File: src/iq_cfg.svh
`ifndef IQ_CFG_SVH
`define IQ_CFG_SVH

// Issue queue depth in entries
`define IQ_SIZE 8

// Micro-ops accepted from rename per cycle
`define IQ_DISPATCH 2

// Physical register tag width, all-ones tag means no destination
`define IQ_TAG_BITS 6

// Register and result width
`define IQ_DATA_BITS 32

// Sequence number width, ages compared by signed difference
`define IQ_SQN_BITS 6

`endif

File: src/iqPkg.sv
`default_nettype none
`include "iq_cfg.svh"

package iqPkg;

    typedef logic [`IQ_TAG_BITS-1:0] tag_t;
    typedef logic [`IQ_SQN_BITS-1:0] sqn_t;

    localparam tag_t NO_TAG = '1;

    typedef enum logic [2:0] {
        ALU_ADD,
        ALU_SUB,
        ALU_AND,
        ALU_OR,
        ALU_XOR,
        ALU_SLL,
        ALU_SLT,
        ALU_PASSB
    } aluOp_e;

    // Only the integer port exists in this subsystem
    typedef enum logic [1:0] {
        PORT_INT,
        PORT_LSU,
        PORT_FPU,
        PORT_CSR
    } portSel_e;

    typedef struct packed {
        logic [7-`IQ_TAG_BITS:0] pad;
        tag_t                    tag;
    } tagView_t;

    // Operand B is a source tag or a short immediate, immB picks the view
    typedef union packed {
        tagView_t   tagView;
        logic [7:0] imm;
    } operandB_u;

    typedef struct packed {
        logic      valid;
        portSel_e  port;
        aluOp_e    aluOp;
        tag_t      tagA;
        logic      availA;
        operandB_u opB;
        logic      immB;
        logic      availB;
        tag_t      tagDst;
        sqn_t      sqN;
    } renameUop_t;

    typedef struct packed {
        aluOp_e    aluOp;
        tag_t      tagA;
        logic      availA;
        operandB_u opB;
        logic      immB;
        logic      availB;
        tag_t      tagDst;
        sqn_t      sqN;
    } iqEntry_t;

    typedef struct packed {
        logic      valid;
        aluOp_e    aluOp;
        tag_t      tagA;
        operandB_u opB;
        logic      immB;
        tag_t      tagDst;
        sqn_t      sqN;
    } issueUop_t;

    typedef struct packed {
        logic                     valid;
        tag_t                     tagDst;
        logic [`IQ_DATA_BITS-1:0] value;
    } result_t;

    typedef struct packed {
        logic taken;
        sqn_t sqN;
    } branch_t;

    // True when a was dispatched after b
    function automatic logic isYounger(sqn_t a, sqn_t b);
        sqn_t diff;
        diff = a - b;
        return $signed(diff) > 0;
    endfunction

endpackage

`default_nettype wire

File: src/dispatchDecode.sv
`default_nettype none
`include "iq_cfg.svh"

module dispatchDecode (
    input  iqPkg::renameUop_t [`IQ_DISPATCH-1:0] dispatch,
    input  logic [$clog2(`IQ_SIZE+1)-1:0]        freeSlots,
    input  iqPkg::branch_t                       branch,
    output logic [`IQ_DISPATCH-1:0]              stall,
    output iqPkg::iqEntry_t [`IQ_DISPATCH-1:0]   enqEntries,
    output logic [`IQ_DISPATCH-1:0]              enqValid
);

    localparam int cntW = $clog2(`IQ_SIZE + 1);

    // Queue form of a rename uop, an immediate B never waits
    function automatic iqPkg::iqEntry_t toEntry(iqPkg::renameUop_t u);
        iqPkg::iqEntry_t e;
        e.aluOp  = u.aluOp;
        e.tagA   = u.tagA;
        e.availA = u.availA;
        e.opB    = u.opB;
        e.immB   = u.immB;
        e.availB = u.availB | u.immB;
        e.tagDst = u.tagDst;
        e.sqN    = u.sqN;
        return e;
    endfunction

    always_comb begin
        logic [cntW-1:0] granted;
        granted = '0;
        for (int i = 0; i < `IQ_DISPATCH; i++) begin
            stall[i]      = 1'b0;
            enqValid[i]   = 1'b0;
            enqEntries[i] = toEntry(dispatch[i]);

            // Uops for other ports pass by without stalling
            if (dispatch[i].valid && dispatch[i].port == iqPkg::PORT_INT) begin
                if (!branch.taken && granted < freeSlots) begin
                    enqValid[i] = 1'b1;
                    granted     = granted + 1'b1;
                end else begin
                    // Older slots used up the room, or a flush is in progress
                    stall[i] = 1'b1;
                end
            end
        end
    end

endmodule

`default_nettype wire

File: src/intExecute.sv
`default_nettype none
`include "iq_cfg.svh"

module intExecute (
    input  logic                     clk,
    input  logic                     rst,
    input  iqPkg::issueUop_t         issued,
    input  iqPkg::branch_t           branch,
    output iqPkg::tag_t              readTagA,
    output iqPkg::tag_t              readTagB,
    input  logic [`IQ_DATA_BITS-1:0] readDataA,
    input  logic [`IQ_DATA_BITS-1:0] readDataB,
    input  iqPkg::result_t           bcast,
    output iqPkg::result_t           exResult
);

    localparam int shW = $clog2(`IQ_DATA_BITS);

    logic [`IQ_DATA_BITS-1:0] srcA;
    logic [`IQ_DATA_BITS-1:0] srcB;
    logic [`IQ_DATA_BITS-1:0] aluOut;

    // Newest value wins: own result, then broadcast, then register file
    function automatic logic [`IQ_DATA_BITS-1:0] bypass(
        iqPkg::tag_t t, logic [`IQ_DATA_BITS-1:0] rf,
        iqPkg::result_t ex, iqPkg::result_t bc);
        logic [`IQ_DATA_BITS-1:0] v;
        v = rf;
        if (bc.valid && bc.tagDst == t) v = bc.value;
        if (ex.valid && ex.tagDst == t) v = ex.value;
        return v;
    endfunction

    assign readTagA = issued.tagA;
    assign readTagB = issued.opB.tagView.tag;

    always_comb begin
        srcA = bypass(readTagA, readDataA, exResult, bcast);
        if (issued.immB) begin
            srcB = {{(`IQ_DATA_BITS-8){issued.opB.imm[7]}}, issued.opB.imm};
        end else begin
            srcB = bypass(readTagB, readDataB, exResult, bcast);
        end

        case (issued.aluOp)
            iqPkg::ALU_ADD: aluOut = srcA + srcB;
            iqPkg::ALU_SUB: aluOut = srcA - srcB;
            iqPkg::ALU_AND: aluOut = srcA & srcB;
            iqPkg::ALU_OR:  aluOut = srcA | srcB;
            iqPkg::ALU_XOR: aluOut = srcA ^ srcB;
            iqPkg::ALU_SLL: aluOut = srcA << srcB[shW-1:0];
            iqPkg::ALU_SLT: aluOut = `IQ_DATA_BITS'($signed(srcA) < $signed(srcB));
            default:        aluOut = srcB;
        endcase
    end

    always_ff @(posedge clk) begin
        if (rst) begin
            exResult.valid <= 1'b0;
        end else begin
            // Wrong-path ops and ops without destination produce nothing
            exResult.valid <= issued.valid && issued.tagDst != iqPkg::NO_TAG
                && !(branch.taken && iqPkg::isYounger(issued.sqN, branch.sqN));
            exResult.tagDst <= issued.tagDst;
            exResult.value  <= aluOut;
        end
    end

endmodule

`default_nettype wire

File: src/issueQueue.sv
`default_nettype none
`include "iq_cfg.svh"

module issueQueue (
    input  logic                               clk,
    input  logic                               rst,
    input  iqPkg::iqEntry_t [`IQ_DISPATCH-1:0] enqEntries,
    input  logic [`IQ_DISPATCH-1:0]            enqValid,
    input  iqPkg::branch_t                     branch,
    input  logic                               issueStall,
    input  iqPkg::result_t                     bcast,
    input  iqPkg::issueUop_t                   fastWake,
    output logic [$clog2(`IQ_SIZE+1)-1:0]      freeSlots,
    output iqPkg::issueUop_t                   issued
);

    localparam int cntW = $clog2(`IQ_SIZE + 1);
    localparam int idxW = $clog2(`IQ_SIZE);

    // Entries kept oldest-first, index 0 is the oldest
    iqPkg::iqEntry_t  queue [`IQ_SIZE];
    iqPkg::iqEntry_t  qNext [`IQ_SIZE];
    logic [cntW-1:0]  count;
    logic [cntW-1:0]  countNext;
    iqPkg::issueUop_t issueReg;
    iqPkg::issueUop_t selUop;

    logic [`IQ_SIZE-1:0] wakeA;
    logic [`IQ_SIZE-1:0] wakeB;
    logic [`IQ_SIZE-1:0] ready;
    logic                selValid;
    logic [idxW-1:0]     selIdx;

    function automatic logic wakes(iqPkg::tag_t t, iqPkg::result_t bc, iqPkg::issueUop_t fw);
        logic hit;
        hit = bc.valid && bc.tagDst == t;
        // The single-cycle op in execute has its value one cycle later
        hit = hit || (fw.valid && fw.tagDst != iqPkg::NO_TAG && fw.tagDst == t);
        return hit;
    endfunction

    always_comb begin
        for (int i = 0; i < `IQ_SIZE; i++) begin
            wakeA[i] = wakes(queue[i].tagA, bcast, fastWake);
            wakeB[i] = wakes(queue[i].opB.tagView.tag, bcast, fastWake);
            ready[i] = i < count
                && (queue[i].availA | wakeA[i])
                && (queue[i].availB | wakeB[i]);
        end
    end

    // Lowest ready index is the oldest ready entry
    always_comb begin
        selValid = 1'b0;
        selIdx   = '0;
        for (int i = `IQ_SIZE - 1; i >= 0; i--) begin
            if (ready[i]) begin
                selValid = 1'b1;
                selIdx   = idxW'(i);
            end
        end
    end

    always_comb begin
        iqPkg::iqEntry_t woke [`IQ_SIZE];
        iqPkg::iqEntry_t enq;
        logic            doIssue;
        logic [cntW-1:0] fill;

        for (int i = 0; i < `IQ_SIZE; i++) begin
            woke[i]        = queue[i];
            woke[i].availA = queue[i].availA | wakeA[i];
            woke[i].availB = queue[i].availB | wakeB[i];
        end

        selUop.valid  = selValid;
        selUop.aluOp  = woke[selIdx].aluOp;
        selUop.tagA   = woke[selIdx].tagA;
        selUop.opB    = woke[selIdx].opB;
        selUop.immB   = woke[selIdx].immB;
        selUop.tagDst = woke[selIdx].tagDst;
        selUop.sqN    = woke[selIdx].sqN;

        doIssue = selValid && !issueStall && !branch.taken;
        qNext   = woke;
        fill    = count;

        // Collapse the entries above the issued one
        if (doIssue) begin
            for (int j = 0; j < `IQ_SIZE - 1; j++) begin
                if (j >= int'(selIdx)) begin
                    qNext[j] = woke[j + 1];
                end
            end
            fill = count - 1'b1;
        end

        for (int k = 0; k < `IQ_DISPATCH; k++) begin
            enq = enqEntries[k];
            // Catch a result broadcast in the same cycle as enqueue
            enq.availA = enq.availA | wakes(enq.tagA, bcast, fastWake);
            enq.availB = enq.availB | wakes(enq.opB.tagView.tag, bcast, fastWake);
            if (enqValid[k] && !branch.taken) begin
                qNext[fill[idxW-1:0]] = enq;
                fill = fill + 1'b1;
            end
        end
        countNext = fill;

        // Keep everything up to the last entry not younger than the branch
        if (branch.taken) begin
            countNext = '0;
            for (int i = 0; i < `IQ_SIZE; i++) begin
                if (i < count && !iqPkg::isYounger(queue[i].sqN, branch.sqN)) begin
                    countNext = cntW'(i + 1);
                end
            end
        end
    end

    always_ff @(posedge clk) begin
        queue <= qNext;
    end

    always_ff @(posedge clk) begin
        if (rst) begin
            count          <= '0;
            issueReg.valid <= 1'b0;
        end else begin
            count <= countNext;
            if (branch.taken) begin
                if (!issueStall || iqPkg::isYounger(issueReg.sqN, branch.sqN)) begin
                    issueReg.valid <= 1'b0;
                end
            end else if (!issueStall) begin
                issueReg <= selUop;
            end
        end
    end

    assign freeSlots = cntW'(`IQ_SIZE) - count;

    // A held uop is taken by execute only once the stall drops
    always_comb begin
        issued       = issueReg;
        issued.valid = issueReg.valid && !issueStall;
    end

endmodule

`default_nettype wire

File: src/issueTop.sv
`default_nettype none
`include "iq_cfg.svh"

module issueTop (
    input  logic                                 clk,
    input  logic                                 rst,
    input  iqPkg::renameUop_t [`IQ_DISPATCH-1:0] dispatch,
    input  iqPkg::branch_t                       branch,
    input  logic                                 issueStall,
    input  logic                                 initWe,
    input  iqPkg::tag_t                          initTag,
    input  logic [`IQ_DATA_BITS-1:0]             initData,
    output logic [`IQ_DISPATCH-1:0]              stall,
    output iqPkg::result_t                       result
);

    iqPkg::iqEntry_t [`IQ_DISPATCH-1:0] enqEntries;
    logic [`IQ_DISPATCH-1:0]            enqValid;
    logic [$clog2(`IQ_SIZE+1)-1:0]      freeSlots;
    iqPkg::issueUop_t                   issuedUop;
    iqPkg::tag_t                        readTagA;
    iqPkg::tag_t                        readTagB;
    logic [`IQ_DATA_BITS-1:0]           readDataA;
    logic [`IQ_DATA_BITS-1:0]           readDataB;
    iqPkg::result_t                     exResult;
    iqPkg::result_t                     bcast;

    dispatchDecode decode (
        .dispatch(dispatch), .freeSlots(freeSlots), .branch(branch),
        .stall(stall), .enqEntries(enqEntries), .enqValid(enqValid)
    );

    // The uop in execute doubles as the fast wakeup source
    issueQueue iq (
        .clk(clk), .rst(rst), .enqEntries(enqEntries), .enqValid(enqValid),
        .branch(branch), .issueStall(issueStall), .bcast(bcast),
        .fastWake(issuedUop), .freeSlots(freeSlots), .issued(issuedUop)
    );

    intExecute exec (
        .clk(clk), .rst(rst), .issued(issuedUop), .branch(branch),
        .readTagA(readTagA), .readTagB(readTagB), .readDataA(readDataA),
        .readDataB(readDataB), .bcast(bcast), .exResult(exResult)
    );

    resultWriteback wb (
        .clk(clk), .rst(rst), .exResult(exResult), .readTagA(readTagA),
        .readTagB(readTagB), .readDataA(readDataA), .readDataB(readDataB),
        .initWe(initWe), .initTag(initTag), .initData(initData), .bcast(bcast)
    );

    assign result = bcast;

endmodule

`default_nettype wire

File: src/resultWriteback.sv
`default_nettype none
`include "iq_cfg.svh"

module resultWriteback (
    input  logic                     clk,
    input  logic                     rst,
    input  iqPkg::result_t           exResult,
    input  iqPkg::tag_t              readTagA,
    input  iqPkg::tag_t              readTagB,
    output logic [`IQ_DATA_BITS-1:0] readDataA,
    output logic [`IQ_DATA_BITS-1:0] readDataB,
    input  logic                     initWe,
    input  iqPkg::tag_t              initTag,
    input  logic [`IQ_DATA_BITS-1:0] initData,
    output iqPkg::result_t           bcast
);

    localparam int numRegs = 2 ** `IQ_TAG_BITS;

    // Physical register file, one entry per tag
    logic [`IQ_DATA_BITS-1:0] regFile [numRegs];

    // Execute results have priority over the init port
    always_ff @(posedge clk) begin
        if (exResult.valid) begin
            regFile[exResult.tagDst] <= exResult.value;
        end else if (initWe) begin
            regFile[initTag] <= initData;
        end
    end

    assign readDataA = regFile[readTagA];
    assign readDataB = regFile[readTagB];

    // Broadcast goes out on the same edge the value is written
    always_ff @(posedge clk) begin
        if (rst) begin
            bcast.valid <= 1'b0;
        end else begin
            bcast <= exResult;
        end
    end

endmodule

`default_nettype wire

File: config.mk
export PLATFORM = sky130hd
export DESIGN_NAME = issueTop
export DESIGN_NICKNAME = d
export VERILOG_FILES = /design/src/iqPkg.sv /design/src/dispatchDecode.sv /design/src/intExecute.sv /design/src/issueQueue.sv /design/src/issueTop.sv /design/src/resultWriteback.sv
export VERILOG_INCLUDE_DIRS = /design/src
export SDC_FILE = /design/constraint.sdc
export NUM_CORES = 2
export LEC_CHECK = 0
export ABC_CLOCK_PERIOD_IN_PS = 9900
export BUFFER_PORTS_ARGS = -buffer_cell sky130_fd_sc_hd__clkbuf_2
export CORE_UTILIZATION = 45
export DETAILED_ROUTE_END_ITERATION = 10
export SYNTH_ARGS = -nofsm -noshare
export SYNTH_HDL_FRONTEND = slang
export SYNTH_SLANG_ARGS = --single-unit
File: constraint.sdc
create_clock -name clk -period 9.9 [get_ports clk]
set_input_delay 1.485 -clock clk [delete_from_list [all_inputs] [get_ports clk]]
set_output_delay 1.485 -clock clk [all_outputs]
set_load 0.05 [all_outputs]
==> flow_summary.json <==
{
  "required_ps": 10680,
  "postCtsSetupBuffers": 0,
  "grt_usage": 0.352,
  "synth_area_mm2": 0.128,
  "tritoncts": "done",
  "slowest_stage": "dfxtp_4",
  "fillCellCount": 23500,
  "synth_top_family_by_area": "multiplexers",
  "antenna_found_initial": 22,
  "setup.worst_path.end_class": "flop",
  "skew_ps": 60.8,
  "ant_nets": 0,
  "gp_congestion": 0.995,
  "synth-simple-area-share": 0.0471,
  "drtIter0Drc": 14100,
  "synthTopCellsByArea": "edfxtp_1, mux4_2, mux2i_1",
  "hold_violations": 0,
  "syn_inst": 8543,
  "vias_per_cell": 7.12,
  "ys_warn_count": 0,
  "yosys.area.top_type": "edfxtp_1",
  "stdcell_count": 12500,
  "synthDominantCellAreaShare": 0.504,
  "power_mw": 40.7,
  "crit_fanout": 38,
  "clk_pin_slew_worst_paths_ps": 70,
  "die_w_um": 536,
  "cts_buffers": 274,
  "portBuffers": 159,
  "dp_hpwl_um": 311000,
  "yosysMostFrequentCell": "edfxtp_1",
  "clk_latency_ps": 950,
  "cts_buffer_depth": 4,
  "drc_errors": 0,
  "grt-ovfl-total": 0,
  "core_area_mm2": 0.283,
  "hold_end": "iq.issueReg[30]",
  "yosysSeqAreaShare": 0.546,
  "syn-num-nets": 8824,
  "synth-xor-area-share": 0.0233,
  "synth-compound-area-share": 0.0742,
  "min_from": "iq.issueReg[30]",
  "post_drt_wl_per_cell_um": 41.0,
  "synth_commonest_cells": "edfxtp_1, mux4_2, mux2i_1",
  "wirelength_um": 513000,
  "synth_fa_ha_area_frac": 0.0164,
  "power_density_mw_per_mm2": 285,
  "async_flop_share": 0,
  "hold_slack_ps": 530,
  "path_class": "reg -> reg",
  "min_path_cells": 2,
  "setup_slack_ps": 1680,
  "synth_edf_count": 2154,
  "setup_viol": 0,
  "cp.arrival_ps": 9000,
  "leakage_nw": 49.0,
  "rsz0062_at_grt": "no",
  "peakVddDrop_mv": 0.199,
  "timing.fmax_ghz": 0.122,
  "r2r-end": "exec.exResult[31]",
  "hold_class": "reg -> reg",
  "slew_viol_final": 1,
  "io_pins": 160,
  "rows": 195,
  "synth-seq-cells": 2429,
  "r2r_slack_ps": 1680,
  "worstSetupStartpointType": "flop",
  "setup_tns_ps": 0,
  "grt_pass1_wl_um": 700000,
  "path_cells": "buf_12, mux4_2, mux2_2, nand2_1, and4_1, o21ai_1, o21ai_2, buf_4, inv_1, ha_1, inv_1, a221oi_1, o211ai_1, a2111oi_0, buf_4, o221ai_1, o211ai_1, o21ai_0, a211o_1, a21o_1, a211o_1, a31oi_1",
  "first_pass_iters": 9,
  "dpl.cell_count": 12000,
  "dpl_worst_slack_ps": 1900,
  "syn_area_per_cell_um2": 15.0,
  "h-tree-depth": 5,
  "min_period_ps": 8220,
  "grt_max_degree": 129,
  "syn_to_final_growth_pct": 11.1,
  "clock-sinks": 2429,
  "nNetsFinal": 8832,
  "ys.flop_type": "edfxtp_1",
  "violations": "capacitance limit, slew limit",
  "synth_mux_area_frac": 0.263,
  "reg2reg_depth": 22,
  "timing.final.crit_share": 0.830,
  "critPathMaxStageDelay_ps": 1000,
  "outcome": "complete, but fails checks",
  "grt_pass1_vias": 85800,
  "max_slew_margin": -0.000684,
  "die_h_um": 536,
  "die_area_mm2": 0.288,
  "cap_violations": 1,
  "drive_gt1_frac": 0.260,
  "tightest_slew_ps": 1500,
  "vias": 89100,
  "cts-root-buf": "clkbuf_16",
  "yosysUniqueCellTypes": 96,
  "start_util": 0.454,
  "cts_hold_buf": 0,
  "cts_resized": 0
}
-- layer usage --
metal,up-vias,routed length [um],track usage
met1,46300,190000,0.470
met2,6854,224000,0.518
met3,1472,63700,0.0944
li1,34500,-,-
met5,-,126,0.00150
met4,18,34300,0.203
-- critical path, delay by kind of cell (launching register included) --
kind / cells / cell delay, ps
mux: 2 / 440
compound gates: 12 / 4140
flops: 1 / 1000
simple gates: 2 / 360
buf+inv: 5 / 1680
fa+ha+maj: 1 / 370
-- state kept, by name (all words and copies together) (netlist names), named ones only --
signal	cells
iq.issued	30
iq.queue	256
wb.bcast	39
iq.issueReg	1
iq.count	4
wb.regFile	2048
exec.exResult	39
-- layout make-up --
cell class                      instances  area, um2  share of cell area
Sequential cell                      2429      70200               0.492
Multi-Input combinational cell       5276      55300               0.387
Inverter                              154        581             0.00407
Clock inverter                        162       1490              0.0104
Tap cell                             3743       4680              0.0328
Clock buffer                          328       7340              0.0515
Timing Repair Buffer                  416       3050              0.0214
Antenna cell                           18       45.0            0.000316
-- kinds of logic after synthesis --
kind of cell	count (synthesis)
flip-flops	2429
multiplexers	2004
AO/OA/AOI/OAI	1437
AND/OR/NAND/NOR	1332
buffers and inverters	838
XOR/XNOR	341
adder cells (fa/ha/maj)	162
-- worst max path at each step --
stage,endpoint,slack [ps],cells past startpoint
floorplan,exec.exResult[31],3450,24
global placement,exec.exResult[31],1880,22
detailed placement,exec.exResult[31],1900,22
CTS,exec.exResult[31],1900,22
global route,exec.exResult[31],1450,22
finish,exec.exResult[31],1680,22
-- per-stage QoR --
stage,util,cell area [um2]
after floorplan,-,128000
after global placement,0.473,134000
after detailed placement,0.473,134000
after CTS,0.504,143000
after global routing,0.504,143000
final,0.504,143000
-- cell usage in the layout, fill, tap and decap left out, types with 64 or more instances in the layout --
master,n
inv_1,149
clkbuf_2,159
mux4_2,1054
nand3_1,131
a21oi_1,333
nor2_1,336
ha_1,151
a22oi_1,187
a211oi_1,64
buf_4,231
nor2_4,69
xor2_1,172
dfxtp_1,264
xnor2_1,168
mux2_2,185
clkbuf_16,286
edfxtp_1,2154
mux2i_1,702
nand2_1,439
o21ai_0,299
clkinv_1,68
-- report_power, final --
group          internal, mW  total, mW  switching [mW]
sequential             12.7       13.8            1.16
combinational          6.59       16.6            9.98
clock                  5.89       10.3            4.40
total                  25.1       40.7            15.5
Note: power is estimated with default switching activity, not from simulation.
